File: config.mk
export PLATFORM = sky130hd
export DESIGN_NAME = wb_exc_ctrl
export DESIGN_NICKNAME = d
export VERILOG_FILES = /design/src/verilog/regstate_pkg.sv /design/src/verilog/wb_exc_ctrl.sv
export VERILOG_INCLUDE_DIRS = /design/src /design/src/verilog
export SDC_FILE = /design/constraint.sdc
export NUM_CORES = 1
export LEC_CHECK = 0
export ABC_AREA = 1
export BUFFER_PORTS_ARGS = -buffer_cell sky130_fd_sc_hd__buf_2
export CAP_MARGIN = 20
export CELL_PAD_IN_SITES_DETAIL_PLACEMENT = 0
export CELL_PAD_IN_SITES_GLOBAL_PLACEMENT = 2
export CORE_MARGIN = 2
export CORE_UTILIZATION = 17
export DETAILED_ROUTE_END_ITERATION = 10
export GPL_TIMING_DRIVEN = 0
export HOLD_SLACK_MARGIN = 0.12
export PLACE_DENSITY = 0.74
export REMOVE_ABC_BUFFERS = 1
export SYNTH_ARGS = -nofsm -noshare
export SYNTH_HDL_FRONTEND = slang
export SYNTH_SLANG_ARGS = --single-unit
export TNS_END_PERCENT = 50
File: constraint.sdc
create_clock -name clk -period 1.4 [get_ports clk]
set_clock_uncertainty 0.05 [all_clocks]
set_input_delay 0.35 -clock clk [delete_from_list [all_inputs] [get_ports clk]]
set_output_delay 0.35 -clock clk [all_outputs]
set_load 0.01 [all_outputs]
File: src/verilog/regstate_cfg.svh
`ifndef REGSTATE_CFG_SVH
`define REGSTATE_CFG_SVH

// Datapath and register file geometry
`define REGSTATE_XLEN   32
`define REGSTATE_NREGS  32
`define REGSTATE_IDXW   5
`define REGSTATE_IRQS   16
`define REGSTATE_FLAGW  4

// GPR indices with special meaning
// r31 is shadowed by the kernel stack pointer in kernel mode
`define REGSTATE_ALIAS_REG  31
// Compiler places the return value in r1
`define REGSTATE_RET_REG    1

// Control register indices
`define CR_PSR   0
`define CR_PID   1
`define CR_ISR   2
`define CR_IMR   3
`define CR_EPC   4
`define CR_FLG   5
`define CR_EFG   6
`define CR_TLBA  7
`define CR_CID   9

// Global interrupt enable inside IMR
`define IMR_EN_BIT  31

`endif

File: src/verilog/regstate_pkg.sv
`include "regstate_cfg.svh"

package regstate_pkg;

  typedef logic [`REGSTATE_XLEN-1:0] word_t;
  typedef logic [`REGSTATE_IDXW-1:0] reg_idx_t;

  // Read addresses for both register files
  typedef struct packed {
    reg_idx_t raddr0;
    reg_idx_t raddr1;
    logic     read_no_alias;  // crmv style access, r31 is never the KSP
    reg_idx_t craddr;
  } rd_req_t;

  // One writeback port as delivered by the pipeline
  typedef struct packed {
    logic     wen;
    reg_idx_t waddr;
    word_t    wdata;
    logic     no_alias;
  } wb_port_t;

  typedef struct packed {
    wb_port_t port0;
    wb_port_t port1;  // Post-increment address updates
    logic     cwen;
    reg_idx_t cwaddr;
    word_t    cwdata;
  } wb_req_t;

  // Exception and return events from the writeback stage
  typedef struct packed {
    logic                       exc;
    logic                       tlb_exc;
    logic                       irq;
    logic                       rfe;
    logic                       rfi;
    word_t                      epc;
    word_t                      efg;
    word_t                      tlb_addr;
    logic [`REGSTATE_FLAGW-1:0] flags_live;
  } exc_evt_t;

  // Resolved GPR write, aliasing and r0 filtering already applied
  typedef struct packed {
    logic     en;
    logic     to_ksp;
    reg_idx_t waddr;
    word_t    wdata;
  } gpr_cmd_t;

  typedef struct packed {
    logic force_zero;
    logic from_ksp;
  } gpr_rd_sel_t;

  typedef enum logic [1:0] {
    CR_OP_NONE      = 2'd0,
    CR_OP_EXC_ENTRY = 2'd1,
    CR_OP_RFE       = 2'd2
  } cr_op_e;

  typedef struct packed {
    cr_op_e   op;
    logic     tlb_capture;
    logic     irq_disable;
    logic     irq_enable;
    word_t    epc;
    word_t    efg;
    word_t    tlb_addr;
    logic     wen_plain;  // Any writable control register except ISR
    logic     wen_isr;
    reg_idx_t waddr;
    word_t    wdata;
  } cr_cmd_t;

  typedef struct packed {
    word_t rdata0;
    word_t rdata1;
    word_t crdata;
  } rd_data_t;

  typedef struct packed {
    logic  kmode;
    word_t interrupt_state;
    word_t pid;
    word_t epc_out;
    word_t efg_out;
    word_t ret_val;
  } status_t;

endpackage

File: src/verilog/wb_exc_ctrl.sv
`include "regstate_cfg.svh"

module wb_exc_ctrl (
  input  logic                     clk,
  input  logic                     arst_n,
  input  logic                     clk_en,
  input  logic                     stall,
  input  regstate_pkg::rd_req_t    rd,
  input  regstate_pkg::wb_req_t    wb,
  input  regstate_pkg::exc_evt_t   evt,
  input  logic                     kmode,
  output regstate_pkg::gpr_cmd_t   gpr_wr0,
  output regstate_pkg::gpr_cmd_t   gpr_wr1,
  output regstate_pkg::gpr_rd_sel_t gpr_rd0_sel,
  output regstate_pkg::gpr_rd_sel_t gpr_rd1_sel,
  output regstate_pkg::cr_cmd_t    cr_cmd
);

  // Events may only retire on enabled, unstalled edges
  logic                  go;
  regstate_pkg::cr_cmd_t live_evt;
  regstate_pkg::cr_cmd_t held_q;
  regstate_pkg::cr_cmd_t evt_sel;

  // r31 maps to the KSP in kernel mode unless the access opts out
  function automatic logic is_ksp(input regstate_pkg::reg_idx_t idx,
                                  input logic no_alias, input logic km);
    return km && !no_alias && (idx == `REGSTATE_IDXW'(`REGSTATE_ALIAS_REG));
  endfunction

  // Writes to r0 vanish here so storage never sees them
  function automatic regstate_pkg::gpr_cmd_t resolve_wr(input regstate_pkg::wb_port_t p,
                                                        input logic en, input logic km);
    regstate_pkg::gpr_cmd_t c;
    c.en     = en && p.wen && (p.waddr != '0);
    c.to_ksp = is_ksp(p.waddr, p.no_alias, km);
    c.waddr  = p.waddr;
    c.wdata  = p.wdata;
    return c;
  endfunction

  function automatic regstate_pkg::gpr_rd_sel_t resolve_rd(input regstate_pkg::reg_idx_t a,
                                                           input logic no_alias,
                                                           input logic km);
    regstate_pkg::gpr_rd_sel_t s;
    s.force_zero = (a == '0);
    s.from_ksp   = is_ksp(a, no_alias, km);
    return s;
  endfunction

  assign go = clk_en && !stall;

  // Writes ignore stall and only wait for an enabled edge
  assign gpr_wr0 = resolve_wr(wb.port0, clk_en, kmode);
  assign gpr_wr1 = resolve_wr(wb.port1, clk_en, kmode);

  // Both read ports share the single no_alias flag
  assign gpr_rd0_sel = resolve_rd(rd.raddr0, rd.read_no_alias, kmode);
  assign gpr_rd1_sel = resolve_rd(rd.raddr1, rd.read_no_alias, kmode);

  // Exception beats return when both are flagged
  always_comb begin
    live_evt = '0;
    if (evt.exc) begin
      live_evt.op          = regstate_pkg::CR_OP_EXC_ENTRY;
      live_evt.tlb_capture = evt.tlb_exc;
      live_evt.irq_disable = evt.irq;
    end else if (evt.rfe) begin
      live_evt.op          = regstate_pkg::CR_OP_RFE;
      live_evt.irq_enable  = evt.rfi;
    end
    live_evt.epc      = evt.epc;
    live_evt.efg      = evt.efg;
    live_evt.tlb_addr = evt.tlb_addr;
  end

  // An event seen on a blocked cycle is parked until the next go edge
  // If the pipeline keeps presenting it, the parked copy is the same event
  always_ff @(posedge clk or negedge arst_n) begin
    if (!arst_n) begin
      held_q <= '0;
    end else if (go) begin
      held_q.op <= regstate_pkg::CR_OP_NONE;
    end else if (held_q.op == regstate_pkg::CR_OP_NONE &&
                 live_evt.op != regstate_pkg::CR_OP_NONE) begin
      held_q <= live_evt;
    end
  end

  // Parked event has precedence, live one retires with it
  assign evt_sel = (held_q.op != regstate_pkg::CR_OP_NONE) ? held_q : live_evt;

  always_comb begin
    cr_cmd          = evt_sel;
    cr_cmd.op       = go ? evt_sel.op : regstate_pkg::CR_OP_NONE;
    cr_cmd.tlb_capture = go && evt_sel.tlb_capture;
    cr_cmd.irq_disable = go && evt_sel.irq_disable;
    cr_cmd.irq_enable  = go && evt_sel.irq_enable;
    // CID is read only, ISR has its own merge path
    cr_cmd.wen_plain = clk_en && wb.cwen &&
                       (wb.cwaddr != `REGSTATE_IDXW'(`CR_ISR)) &&
                       (wb.cwaddr != `REGSTATE_IDXW'(`CR_CID));
    cr_cmd.wen_isr   = clk_en && wb.cwen && (wb.cwaddr == `REGSTATE_IDXW'(`CR_ISR));
    cr_cmd.waddr     = wb.cwaddr;
    cr_cmd.wdata     = wb.cwdata;
  end

endmodule

Word-level counts from Yosys, hierarchy flattened
Cells that the tools add are included.
{"block": "totals", "reg_bits": 101, "elab_cells": 57, "in_bits": 242}
{"block": "op_classes", "n_reduce_logical": 33, "mux": 9, "eq_ne": 7, "bitwise_logic": 1}
{"operator": "$mux W140", "count": 2}
{"operator": "$eq A5 B5 Y1 const B", "count": 4}
{"operator": "$logic_and A1 B1 Y1", "count": 20}
{"operator": "$logic_not A5 Y1", "count": 2}
{"operator": "$mux W2", "count": 5}
{"operator": "$reduce_bool A5 Y1", "count": 2}
{"operator": "$reduce_bool A2 Y1", "count": 3}
{"operator": "$eq A5 B2 Y1 const B", "count": 1}
{"operator": "$ne A5 B2 Y1 const B", "count": 1}
{"operator": "$ne A5 B4 Y1 const B", "count": 1}
{"operator": "$logic_not A1 Y1", "count": 4}
{"operator": "$logic_not A2 Y1", "count": 1}
{"operator": "$mux W1", "count": 2}
{"operator": "$reduce_and A2 Y1", "count": 1}
{"operator": "$not A1 Y1", "count": 1}

Depth between registers and ports, before layout
{"block": "logic_depth", "depth_word": 6, "depth_mapped": 7}

Least setup slack after synthesis
No wires, ideal clock.
{"block": "synth_timing", "kind": "register -> output", "from": "register held_q[139] in the netlist's numbering", "to": "output cr_cmd[125] in the netlist's numbering", "arrival_ps": 1149, "stages_incl_launch_ff": 6, "setup_slack_ps": -149, "path_cell_list": "dfrtp_1 -> nor2_4 -> buf_2 -> buf_2 -> nand2_1 -> nand2_1"}
{"element": "start, declared", "line_no": "wb_exc_ctrl.sv:22", "source": "regstate_pkg::cr_cmd_t held_q;"}
{"element": "start signal, assigned", "line_no": "wb_exc_ctrl.sv:86", "source": "held_q <= live_evt;"}
{"element": "end, declared", "line_no": "wb_exc_ctrl.sv:16", "source": "output regstate_pkg::cr_cmd_t cr_cmd"}

==> impl_metrics.csv <==
group,metric,value,unit
synth,yosys.area_share.adder,0,%
cells_and_area,max_flop_register,"held_q",
synth,synth_top_family_by_area,"simple AND/OR/NAND/NOR gates",
sta,finalCritPeriodShare,148,%
pwr,p_seq_share,30.1,%
die,start_util,17.2,%
drt,dr.max_layer_used,"met5",
clocking,cts_buffer_depth,2,
synth,ys_seq_area_share,40.3,%
setup_path,rrSetupSlack,-400,ps
clocking,insertion_delay,370,ps
place,gp_congestion,0.888,
setup_path,critPathCaptureType,"output port",
pwr,ir_worst_vdd,0.000609,V
die,die_area,38500,sq um
cells_and_area,final_cell_area,10000,sq um
synth,ys_warn_count,0,
sta,slew_violations,0,
grt,grt_pass1_vias,6285,
die,io_pins,464,
status,status,"complete, but fails checks",
clocking,numCtsBuffers,9,
cells_and_area,final_cells,1591,
drt,wirelength_met1,13.7,mm
pwr,power.switching,5.50,mW
worst_hold_path,min_from,"evt[9]",
cells_and_area,final_common_cell,"nand2_1",
worst_hold_path,min_to,"held_q[44]",
drt,drc,0,
setup_path,critPathRequiredTime,1000,ps
setup_path,r2r_start,"held_q[139]",
die,dieHeight,196,um
grt,antenna_found_initial,0,
synth,synth_top_cell_area_share,40.3,%
drt,wl_per_cell,28.1,um
die,std_cell_rows,70,
place,place_inst,1506,
pwr,power.density,1430,nW/um^2
clocking,cts-htree-levels,3,
setup_path,crit_fanout,6,
synth,muxShareOfSynthArea,0,%
sta,finalSetupViolCount,200,
place,io_buffers,262,
sta,fmax,484,MHz
drt,wl_met3,9.46,mm
synth,ys_top_cells_by_area,"dfrtp_1, nand2_1, buf_4",
drt,ant_nets,0,
clocking,cts_sinks,101,
pwr,internal_power,8.87,mW
place,place_area,7370,sq um
drt,vias_per_cell,4.26,
sta,fin_crit,2070,ps
synth,synth.distinct_cells,20,
drt,firstDrtPassIters,5,
synth,synth_compound_area_share,0.638,%
place,hpwl,30.0,mm
worst_hold_path,whs_path_depth,3,
synth,synth.largest_area_cell,"dfrtp_1",
grt,overflow,0,
cells_and_area,drive_above_1_share,46.7,%
synth,synth-xor-area-share,0,%
grt,grt_pass1_wl,56.4,mm
cells_and_area,final_core_util,27.6,%
sta,rsz0062_at_grt,"yes",
cells_and_area,layout_common_cells,"nand2_1, buf_2, dfrtp_1, nand2_2, nand3_1",
flow_run,maxCapViolations,0,
synth,synth.avg_cell_area,6.76,sq um
grt,gr-usage-all-layers,21.8,%
setup_path,worstReg2RegEnd,"held_q[135]",
drt,wl,44.7,mm
clocking,tritoncts,"built",
grt,grt_max_degree,56,
pwr,combPwrFrac,50.0,%
worst_hold_path,hold_class,"primary input to flop",
drt,dr_total_vias,6780,
synth,synth_seq_cells,101,
drt,wl_met2,20.0,mm
sta,fin_ws,-667,ps
setup_path,critPathLaunchType,"flop",
pwr,power,14.4,mW
synth,netlist_area,6270,sq um
die,die_w,196,um
pwr,power_leakage,5.51,nW
sta,worst_slew_pin_slew,692,ps
cells_and_area,final_nets,1361,
setup_path,r2r_cells,7,
synth,syn_inst,928,
clocking,root_buffer,"clkbuf_16",
setup_path,crit_type,"flop to output port",
synth,synth-simple-area-share,41.0,%
cells_and_area,n_antenna_cell,0,
place,pre_cts_slack,-1440,ps
status,violations,"setup timing",
sta,slew_headroom,53.7,%
sta,hold_viol_final,0,
cells_and_area,syn_to_final_growth,60.1,%
die,coreArea,36400,sq um
clocking,clk_pin_slew,70,ps
pwr,switching_share,38.3,%
drt,drt-initial-drc-count,285,
cells_and_area,top_regs,"held_q x101",
cells_and_area,largest_reg_flops,101,
pwr,clkPwrFrac,19.9,%
setup_path,arrival,1670,ps
## repair_timing
item	4_1_cts	5_1_grt
gates resized for setup	98	240
endpoints found under the setup margin	200	202
hold buffers	1	0
setup buffers	28	13
pin swaps	45	77
hold endpoints to repair	50	0
gates cloned	21	11
## critical path: stages, from the launching register on
cell	delay, ps
dfrtp_2	450
nor2_4	200
buf_12	190
buf_16	140
nand2_4	40
a21oi_2	120
buf_2	150
## power by group through the flow
stage                     clock [mW]  combinational, mW  sequential (mW)
after floorplan                    0               2.45             4.23
after global placement             0               4.36             4.31
after detailed placement           0               4.48             4.32
after CTS                       2.99               5.99             4.29
after global routing            3.10               7.85             4.45
final                           2.85               7.19             4.33
## through the flow
step                TNS (ps)  hold slack (ps)
floorplan            -353840             4.41
global placement    -1013200              412
detailed placement   -185800              306
CTS                  -100160              128
global route         -109980              148
finish                -94050              166
## cells by family after synthesis
family / after synthesis
AOI/OAI and AO/OA: 7
buffers and inverters: 180
DFF: 101
and+or+nand+nor: 640
## final cells by class
cell class	count	area, sq um
Inverter	18	76.3
Multi-Input combinational cell	656	3500
Clock inverter	4	72.6
Timing Repair Buffer	333	3040
Sequential cell	101	2530
Tap cell	468	586
Clock buffer	11	243
Fill cell	4035	26400
## metal layers
metal,up-vias,global-route usage [%]
met5,-,9.32
met4,6,4.99
met3,42,22.8
met2,402,33.5
met1,3181,19.1
li1,3149,-
## worst max-delay path by stage
stage | slack (ps) | from | to | depth (start not counted)
finish | -670 | held_q[139] | cr_cmd[137] | 6
global route | -750 | held_q[139] | cr_cmd[76] | 6
CTS | -720 | held_q[138] | cr_cmd[114] | 7
detailed placement | -1440 | clk_en | held_q[122] | 7
global placement | -6530 | clk_en | held_q[86] | 5
floorplan | -2760 | stall | held_q[135] | 5
## synthesized netlist by cell type
master / instances
nand2_1: 507
buf_4: 113
dfrtp_1: 101
nand3_1: 100
clkbuf_1: 34
nor2_1: 18
inv_1: 16
buf_2: 13
a21oi_1: 4
nand4_1: 4
nor3_1: 4
buf_6: 2
inv_2: 2
nor2_4: 2
nor4_1: 2
o21bai_1: 2
nand2_2: 1
nand3_2: 1
nand3b_1: 1
o21ai_0: 1
Note: power is estimated with default switching activity, not from simulation.
