`src/verilog/regstate_cfg.svh`:
```
`ifndef REGSTATE_CFG_SVH
`define REGSTATE_CFG_SVH

// Datapath and register file geometry
`define REGSTATE_XLEN   32
`define REGSTATE_NREGS  32
`define REGSTATE_IDXW   5
`define REGSTATE_IRQS   16
`define REGSTATE_FLAGW  4

// GPR indices with special meaning
// r31 is shadowed by the kernel stack pointer in kernel mode
`define REGSTATE_ALIAS_REG  31
// Compiler places the return value in r1
`define REGSTATE_RET_REG    1

// Control register indices
`define CR_PSR   0
`define CR_PID   1
`define CR_ISR   2
`define CR_IMR   3
`define CR_EPC   4
`define CR_FLG   5
`define CR_EFG   6
`define CR_TLBA  7
`define CR_CID   9

// Global interrupt enable inside IMR
`define IMR_EN_BIT  31

`endif

```
`src/verilog/regstate_pkg.sv`:
```
`include "regstate_cfg.svh"

package regstate_pkg;

  typedef logic [`REGSTATE_XLEN-1:0] word_t;
  typedef logic [`REGSTATE_IDXW-1:0] reg_idx_t;

  // Read addresses for both register files
  typedef struct packed {
    reg_idx_t raddr0;
    reg_idx_t raddr1;
    logic     read_no_alias;  // crmv style access, r31 is never the KSP
    reg_idx_t craddr;
  } rd_req_t;

  // One writeback port as delivered by the pipeline
  typedef struct packed {
    logic     wen;
    reg_idx_t waddr;
    word_t    wdata;
    logic     no_alias;
  } wb_port_t;

  typedef struct packed {
    wb_port_t port0;
    wb_port_t port1;  // Post-increment address updates
    logic     cwen;
    reg_idx_t cwaddr;
    word_t    cwdata;
  } wb_req_t;

  // Exception and return events from the writeback stage
  typedef struct packed {
    logic                       exc;
    logic                       tlb_exc;
    logic                       irq;
    logic                       rfe;
    logic                       rfi;
    word_t                      epc;
    word_t                      efg;
    word_t                      tlb_addr;
    logic [`REGSTATE_FLAGW-1:0] flags_live;
  } exc_evt_t;

  // Resolved GPR write, aliasing and r0 filtering already applied
  typedef struct packed {
    logic     en;
    logic     to_ksp;
    reg_idx_t waddr;
    word_t    wdata;
  } gpr_cmd_t;

  typedef struct packed {
    logic force_zero;
    logic from_ksp;
  } gpr_rd_sel_t;

  typedef enum logic [1:0] {
    CR_OP_NONE      = 2'd0,
    CR_OP_EXC_ENTRY = 2'd1,
    CR_OP_RFE       = 2'd2
  } cr_op_e;

  typedef struct packed {
    cr_op_e   op;
    logic     tlb_capture;
    logic     irq_disable;
    logic     irq_enable;
    word_t    epc;
    word_t    efg;
    word_t    tlb_addr;
    logic     wen_plain;  // Any writable control register except ISR
    logic     wen_isr;
    reg_idx_t waddr;
    word_t    wdata;
  } cr_cmd_t;

  typedef struct packed {
    word_t rdata0;
    word_t rdata1;
    word_t crdata;
  } rd_data_t;

  typedef struct packed {
    logic  kmode;
    word_t interrupt_state;
    word_t pid;
    word_t epc_out;
    word_t efg_out;
    word_t ret_val;
  } status_t;

endpackage

```
`src/verilog/ctrl_reg_file.sv`:
```
`include "regstate_cfg.svh"

module ctrl_reg_file (
  input  logic                       clk,
  input  logic                       arst_n,
  input  logic                       clk_en,
  input  logic                       stall,
  input  regstate_pkg::cr_cmd_t      cr_cmd,
  input  regstate_pkg::reg_idx_t     craddr,
  input  logic [`REGSTATE_FLAGW-1:0] flags_live,
  input  logic [`REGSTATE_IRQS-1:0]  interrupts,
  output regstate_pkg::word_t        crdata,
  output regstate_pkg::status_t      status
);

  // Control register array, indexed by the CR_* numbers
  regstate_pkg::word_t cr_q [0:`REGSTATE_NREGS-1];
  regstate_pkg::word_t crdata_q;
  regstate_pkg::word_t flags_word;
  regstate_pkg::word_t irq_word;
  regstate_pkg::word_t crdata_d;
  regstate_pkg::word_t isr;
  regstate_pkg::word_t imr;
  logic                rd_adv;

  assign rd_adv     = clk_en && !stall;
  assign flags_word = `REGSTATE_XLEN'(flags_live);
  assign irq_word   = `REGSTATE_XLEN'(interrupts);
  assign isr        = cr_q[`CR_ISR];
  assign imr        = cr_q[`CR_IMR];

  // Read mux
  // cr0 and cr9 read as zero, cr5 shows the ALU flags as they are now
  always_comb begin
    case (craddr)
      `REGSTATE_IDXW'(`CR_PSR): crdata_d = '0;
      `REGSTATE_IDXW'(`CR_CID): crdata_d = '0;
      `REGSTATE_IDXW'(`CR_FLG): crdata_d = flags_word;
      default:                  crdata_d = cr_q[craddr];
    endcase
  end

  always_ff @(posedge clk or negedge arst_n) begin
    if (!arst_n) begin
      for (int i = 0; i < `REGSTATE_NREGS; i++) begin
        cr_q[i] <= '0;
      end
      // Come out of reset in kernel mode, nesting level 1
      cr_q[`CR_PSR] <= `REGSTATE_XLEN'(1);
    end else begin
      // Plain software writes, already gated on clk_en
      if (cr_cmd.wen_plain) begin
        cr_q[cr_cmd.waddr] <= cr_cmd.wdata;
      end

      // Event updates come after so they win over a plain write
      case (cr_cmd.op)
        regstate_pkg::CR_OP_EXC_ENTRY: begin
          cr_q[`CR_PSR] <= cr_q[`CR_PSR] + `REGSTATE_XLEN'(1);
          cr_q[`CR_EPC] <= cr_cmd.epc;
          cr_q[`CR_EFG] <= cr_cmd.efg;
          if (cr_cmd.tlb_capture) begin
            cr_q[`CR_TLBA] <= cr_cmd.tlb_addr;
          end
          // Interrupt entry masks further interrupts
          if (cr_cmd.irq_disable) begin
            cr_q[`CR_IMR][`IMR_EN_BIT] <= 1'b0;
          end
        end
        regstate_pkg::CR_OP_RFE: begin
          cr_q[`CR_PSR] <= cr_q[`CR_PSR] - `REGSTATE_XLEN'(1);
          // rfi reopens the interrupt gate
          if (cr_cmd.irq_enable) begin
            cr_q[`CR_IMR][`IMR_EN_BIT] <= 1'b1;
          end
        end
        default: begin
        end
      endcase

      // ISR is sticky and samples the lines on every clock
      // A software write replaces the pending bits but still merges new lines
      if (cr_cmd.wen_isr) begin
        cr_q[`CR_ISR] <= cr_cmd.wdata | irq_word;
      end else begin
        cr_q[`CR_ISR] <= isr | irq_word;
      end
    end
  end

  // Control read latch
  always_ff @(posedge clk or negedge arst_n) begin
    if (!arst_n) begin
      crdata_q <= '0;
    end else if (rd_adv) begin
      crdata_q <= crdata_d;
    end
  end

  assign crdata = crdata_q;

  // Status view, straight from storage
  assign status.kmode           = (cr_q[`CR_PSR] != '0);
  assign status.interrupt_state = imr[`IMR_EN_BIT] ? (isr & imr) : '0;
  assign status.pid             = cr_q[`CR_PID];
  assign status.epc_out         = cr_q[`CR_EPC];
  assign status.efg_out         = cr_q[`CR_EFG];
  // r1 lives in the GPR file, merged in at the top level
  assign status.ret_val         = '0;

endmodule

```
`config.mk`:
```
export PLATFORM = sky130hd
export DESIGN_NAME = ctrl_reg_file
export DESIGN_NICKNAME = d
export VERILOG_FILES = /design/src/verilog/regstate_pkg.sv /design/src/verilog/ctrl_reg_file.sv
export VERILOG_INCLUDE_DIRS = /design/src /design/src/verilog
export SDC_FILE = /design/constraint.sdc
export NUM_CORES = 2
export LEC_CHECK = 0
export ABC_AREA = 1
export BUFFER_PORTS_ARGS = -buffer_cell sky130_fd_sc_hd__buf_2
export CAP_MARGIN = 25
export CORE_MARGIN = 3
export CORE_UTILIZATION = 35
export CTS_CLUSTER_DIAMETER = 50
export DETAILED_ROUTE_END_ITERATION = 10
export HOLD_SLACK_MARGIN = 0.12
export SKIP_CTS_REPAIR_TIMING = 1
export SLEW_MARGIN = 20
export SYNTH_ARGS = -nofsm -noshare
export SYNTH_HDL_FRONTEND = slang
export SYNTH_SLANG_ARGS = --single-unit
export TNS_END_PERCENT = 50
```
`constraint.sdc`:
```
create_clock -name clk -period 3.74 [get_ports clk]
set_input_delay 0.935 -clock clk [delete_from_list [all_inputs] [get_ports clk]]
set_output_delay 0.935 -clock clk [all_outputs]
set_load 0.005 [all_outputs]
```
Yosys cells after proc, flatten, opt, wreduce, memory -nomap -nowiden
Cells that the tools add are included.

Register bits: 1056. Bits of input ports: 169. Output and inout bits: 193.

$add $sub $neg: 2. Order comparisons: 3. Equality and inequality tests: 4. Muxes and demuxes: 17. Bitwise gates (word level): 5. Reductions and logical operators: 8.

Operators with widths (number): $bwmux 1024 (1); $mux 1024 (1); $mux 32 (7); $bmux 32 s5 (1); $demux 32 s5 (1); $pmux 32 s2 (2); $mux 64 (1); $or 32x16->32 (2); $add 32x1->32 const B (1); $and 32x32->32 (1); $reduce_bool 32->1 (1); $sub 32x1->32 const B (1); $ge 6x6->1 const B (2); $not 5->6 (2); $lt 6x1->1 const B (1); $eq 5x3->1 const B (1); $eq 5x4->1 const B (1); $logic_not 5->1 (1); $reduce_bool 3->1 (1); $eq 2x1->1 const B (1); $eq 2x2->1 const B (1); $logic_and 1x1->1 (2); $mux 1 (2); $pmux 1 s2 (1); 3 further kinds (3).

Longest topological paths before layout
Word-level depth: 9. Mapped depth: 19. Depth with buffers taken out: 18.

Least setup slack after synthesis
Ideal clock, no wire load.

Path kind: input to register. Start: input port cr_cmd[138] in the netlist's numbering. End: register cr_q[1008] in the netlist's numbering. Data arrival time: 2.581 ns. Required time: 3.663 ns. Setup slack: 1.082 ns. Cell stages on the path: 18. Buffers on the path: 1. Cell sequence: inv_1 ha_1 buf_6 inv_4 nand2_1 nand2_1 inv_1 ha_1 o21bai_1 nand2_1 nand2_1 nand2_1 nand2_1 inv_1 nor2_1 o21ai_0 nand3_1 a21oi_1.

Cells in the longest elaborated chain, start to end: 2. Elaborated cells on any way between the ends: 4.

RTL lines: start, declared (line ctrl_reg_file.sv:8) `input regstate_pkg::cr_cmd_t cr_cmd,`; $eq 2x2->1 / $eq 2x1->1 (equally long branches) (line ctrl_reg_file.sv:57) `case (cr_cmd.op)`; $pmux 32 s2 / $reduce_bool 3->1 (equally long branches); end signal, assigned by index (line ctrl_reg_file.sv:59) `` cr_q[`CR_PSR] <= cr_q[`CR_PSR] + `REGSTATE_XLEN'(1); ``; end signal, assigned by index (line ctrl_reg_file.sv:60) `` cr_q[`CR_EPC] <= cr_cmd.epc; ``; end signal, assigned by index (line ctrl_reg_file.sv:61) `` cr_q[`CR_EFG] <= cr_cmd.efg; ``; end, declared (line ctrl_reg_file.sv:17) `` regstate_pkg::word_t cr_q [0:`REGSTATE_NREGS-1]; ``.

Parallel ways exist; a longest one is shown, timed or not. A chain may end at the register's enable or synchronous reset.

==> flow_summary_export.csv <==
group,metric,value,unit
route,topRoutingLayerUsed,"met5",
critical_path,timing.critical_path.mode_cell,"nand4_1",
cts,cts_tree,"built",
timing,finalCritPeriodShare,93.2,%
route,total_drc_errors_in_the_routed_layout,0,
critical_path,worst_r2r_endpoint,"cr_q[1012]$_DFFE_PN0P_",
job,timing.max_cap.violations,0,
layout,drive_above_1_share,11.6,%
floorplanning,fp.dieArea,149000,µm²
synthesis,synth-seq-area-share,52.1,%
critical_path,cp_data_required_time,2800,ps
layout,num-nets-final,6448,
synthesis,yosysTopAreaCell,"dfrtp_1",
timing,max_slew_violation_count,0,
placement,numPlacedInstances,8060,
placement,dp.final_hpwl,123,mm
cts,h_tree_levels,3,
layout,postLayoutCoreUtil,40.1,%
critical_path,critical_path.n_buffers_inverters,2,
critical_path,crit_path_end_kind,"output port",
cts,clock_sink_count,1056,
worst_hold_path,hold_path_class,"in -> reg",
power,internal-power,22.1,mW
worst_hold_path,min_from,"interrupts[10]",
route,antenna_left,0,
critical_path,levels_on_crit_path,5,
global_routing,grt_antenna_before_repair,10,
timing,worst_slew_margin,34.0,%
timing,hold_violations,0,
global_routing,grt_pass1_wl,284,mm
timing,setup_viol_count_final,0,
floorplanning,die_height,387,µm
floorplanning,number_of_standard_cell_rows_in_the_floorplan,139,
synthesis,postSynthCellCount,6294,
synthesis,synthesis.area_per_instance,8.06,µm²
synthesis,synth_top_cells_by_area,"dfrtp_1 52%, o21ai_0 13%, nand2_1 12%",
layout,stdcell_count,8283,
critical_path,worstReg2RegStart,"cr_q[993]$_DFFE_PN0P_",
global_routing,grt_overflow_total,0,
layout,syn_to_final_growth,13.6,%
power,clockPowerShare,36.2,%
timing,worst-slew-pin-transition,989,ps
floorplanning,floorplan.core_area,144000,µm²
power,power.density,558,nW/µm²
route,drtPass1Iterations,6,
power,switching_share,31.2,%
global_routing,grt_use_total,24.5,%
critical_path,crit_path_top_delay_cell,"nor4_1",
worst_hold_path,min_to,"isr[10]$_DFF_PN0_",
synthesis,synth_cell_types,44,
route,routedLengthMet1,83.7,mm
cts,cts_root_buf,"clkbuf_16",
critical_path,cp_data_arrival_time,2550,ps
critical_path,timing.critical_path.slowest_cell_delay,490,ps
power,comb_power_share,17.5,%
run_status,run_status,"completed",
route,via_count,45602,
critical_path,critPathLaunchType,"register",
critical_path,reg2reg_slack,1570,ps
critical_path,worstPathMaxFanout,5,
floorplanning,design.portCount,362,
route,wl_per_cell,22.6,µm
route,viasPerCell,5.51,
synthesis,syn_area,50700,µm²
route,detailroute.wirelength.met2,83.3,mm
placement,port_buffers,329,
route,dr_wl_met3,16.0,mm
synthesis,synth_largest_type_area_fraction,52.1,%
critical_path,worst_case_reg_to_reg_path_depth,15,
timing,period_minus_slack,3490,ps
route,initialDrtViolationCount,4893,
floorplanning,chipWidth,387,µm
global_routing,grt_max_degree,122,
cts,insertion_delay,720,ps
critical_path,type_of_the_worst_setup_path,"reg -> out",
power,total_switching_power,10.0,mW
floorplanning,start_util,35.3,%
synthesis,ys_warn_count,0,
timing,achievable-frequency,287,MHz
power,irDropWorstVdd,0.440,mV
power,power.static_leakage,26.8,nW
placement,gp_congestion,0.936,
critical_path,timing.critical_path.max_delay_family,"simple AND/OR/NAND/NOR gates",
timing,grt_setup_unrepaired,"false",
route,route.final.wire_length,188,mm
cts,cts-buffers-inserted,115,
power,power_frac_seq,46.3,%
synthesis,synth_seq_cells,1056,
timing,clock-skew-final,24.1,ps
worst_hold_path,worstHoldPathCells,3,
global_routing,vias_in_the_first_global_route,42904,
critical_path,cp_cell_sequence,"inv_1 > nand4_1 > nor4_1 > nand4_1 > buf_2",
cts,clk_slew_on_worst_s_h_paths,60,ps
cts,cts_buffer_depth,3,
timing,totalNegativeSetupSlack,0,ps
## tightest hold or removal path, stage by stage
cell	delay, ps
buf_2	80
a21oi_1	30
o21ai_0	60
## logic make-up after synthesis
kind of cell,share of synthesized area (%)
adders and majority gates,0.0987
buffers and inverters,8.26
other,0.00740
and+or+nand+nor,18.5
xor gates and xnor gates,0.247
AOI/OAI and AO/OA,20.8
DFF,52.1
## worst max path at each step
stage                            from  slack (ps)                endpoint
2_1_floorplan             cr_cmd[138]        1080  cr_q[1008]$_DFFE_PN0P_
3_3_place_gp              cr_cmd[138]         470  cr_q[1019]$_DFFE_PN0P_
3_5_place_dp              cr_cmd[138]         450  cr_q[1019]$_DFFE_PN0P_
4_1_cts         cr_q[999]$_DFFE_PN0P_         180             status[160]
5_1_grt        cr_q[1000]$_DFFE_PN0P_         170             status[160]
6_report        cr_q[996]$_DFFE_PN0P_         250             status[160]
## final cells by class
| cell class | count | area (µm²) |
|---|---|---|
| fillers | 14640 | 86000 |
| diodes | 6 | 15.0 |
| clock buffers | 160 | 3300 |
| inverters | 309 | 1170 |
| flip-flops and latches | 1056 | 26400 |
| clock inverters | 56 | 593 |
| repair buffers | 470 | 3370 |
| well taps | 1903 | 2380 |
| multi-input cells | 4323 | 20400 |
## cells in the final DEF (no fill, tap or decap), drive strengths merged, types with 2 or more instances in the layout
master	Yosys	final
bufinv	0	6
a31oi	33	33
clkinvlp	0	9
xnor2	4	4
xor2	6	6
dfrtp	1055	1055
o31ai	2	2
o211ai	32	32
nand3	223	223
diode	0	6
a21oi	272	272
o311ai	2	2
clkinv	1	36
o21bai	3	3
buf	231	469
conb	1	32
o21ai	1317	1317
inv	308	314
nand4	70	70
ha	4	4
clkbuf	406	160
a22oi	267	267
nor3	17	17
a221oi	3	3
nor2	395	395
o22ai	2	2
nand2	1629	1629
a22o	2	2
nor4	6	6
## stage by stage
stage                     hold slack (ps)  setup WS, ps  cell area, µm²  power [mW]
after CTS                            72.6           180           57600        32.3
after detailed placement              468           450           53700        20.6
final                                 414           254           57600        32.2
after global placement                460           472           53700        20.5
after floorplan                       448          1080           50800        18.4
after global routing                  424           168           57600        33.8
## sequential cells by signal, summed over array words and instances (netlist names)
signal	flops
status	96
cr_q	864
imr	32
crdata	32
isr	32
## synth_stat cells (all sizes together)
cell	count
a22o	2
a221oi	3
o211ai	32
nor3	17
conb	1
ha	4
clkinv	1
o31ai	2
a22oi	267
nand4	70
or2	1
xor2	6
nand3b	1
buf	231
nand2	1629
dfrtp	1055
a31oi	33
nand3	223
a21oi	272
nor4	6
dfstp	1
o22ai	2
xnor2	4
inv	308
nor2	395
clkbuf	406
o311ai	2
o21ai	1317
o21bai	3
## per-layer routing
metal / vias to the layer above / GRT usage (%)
met5: - / 0
met4: 4 / 6.64
met3: 257 / 4.62
met2: 2047 / 37.6
met1: 22479 / 35.4
li1: 20815 / -
## power groups by stage
stage / Combinational, mW / Clock (mW) / Sequential (mW)
after CTS: 5.61 / 11.8 / 14.9
after detailed placement: 5.59 / 0 / 15.0
after global routing: 6.41 / 12.3 / 15.1
final: 5.63 / 11.7 / 14.9
after global placement: 5.50 / 0 / 15.0
after floorplan: 3.79 / 0 / 14.6
No activity file was read; power rests on OpenSTA's default activity.
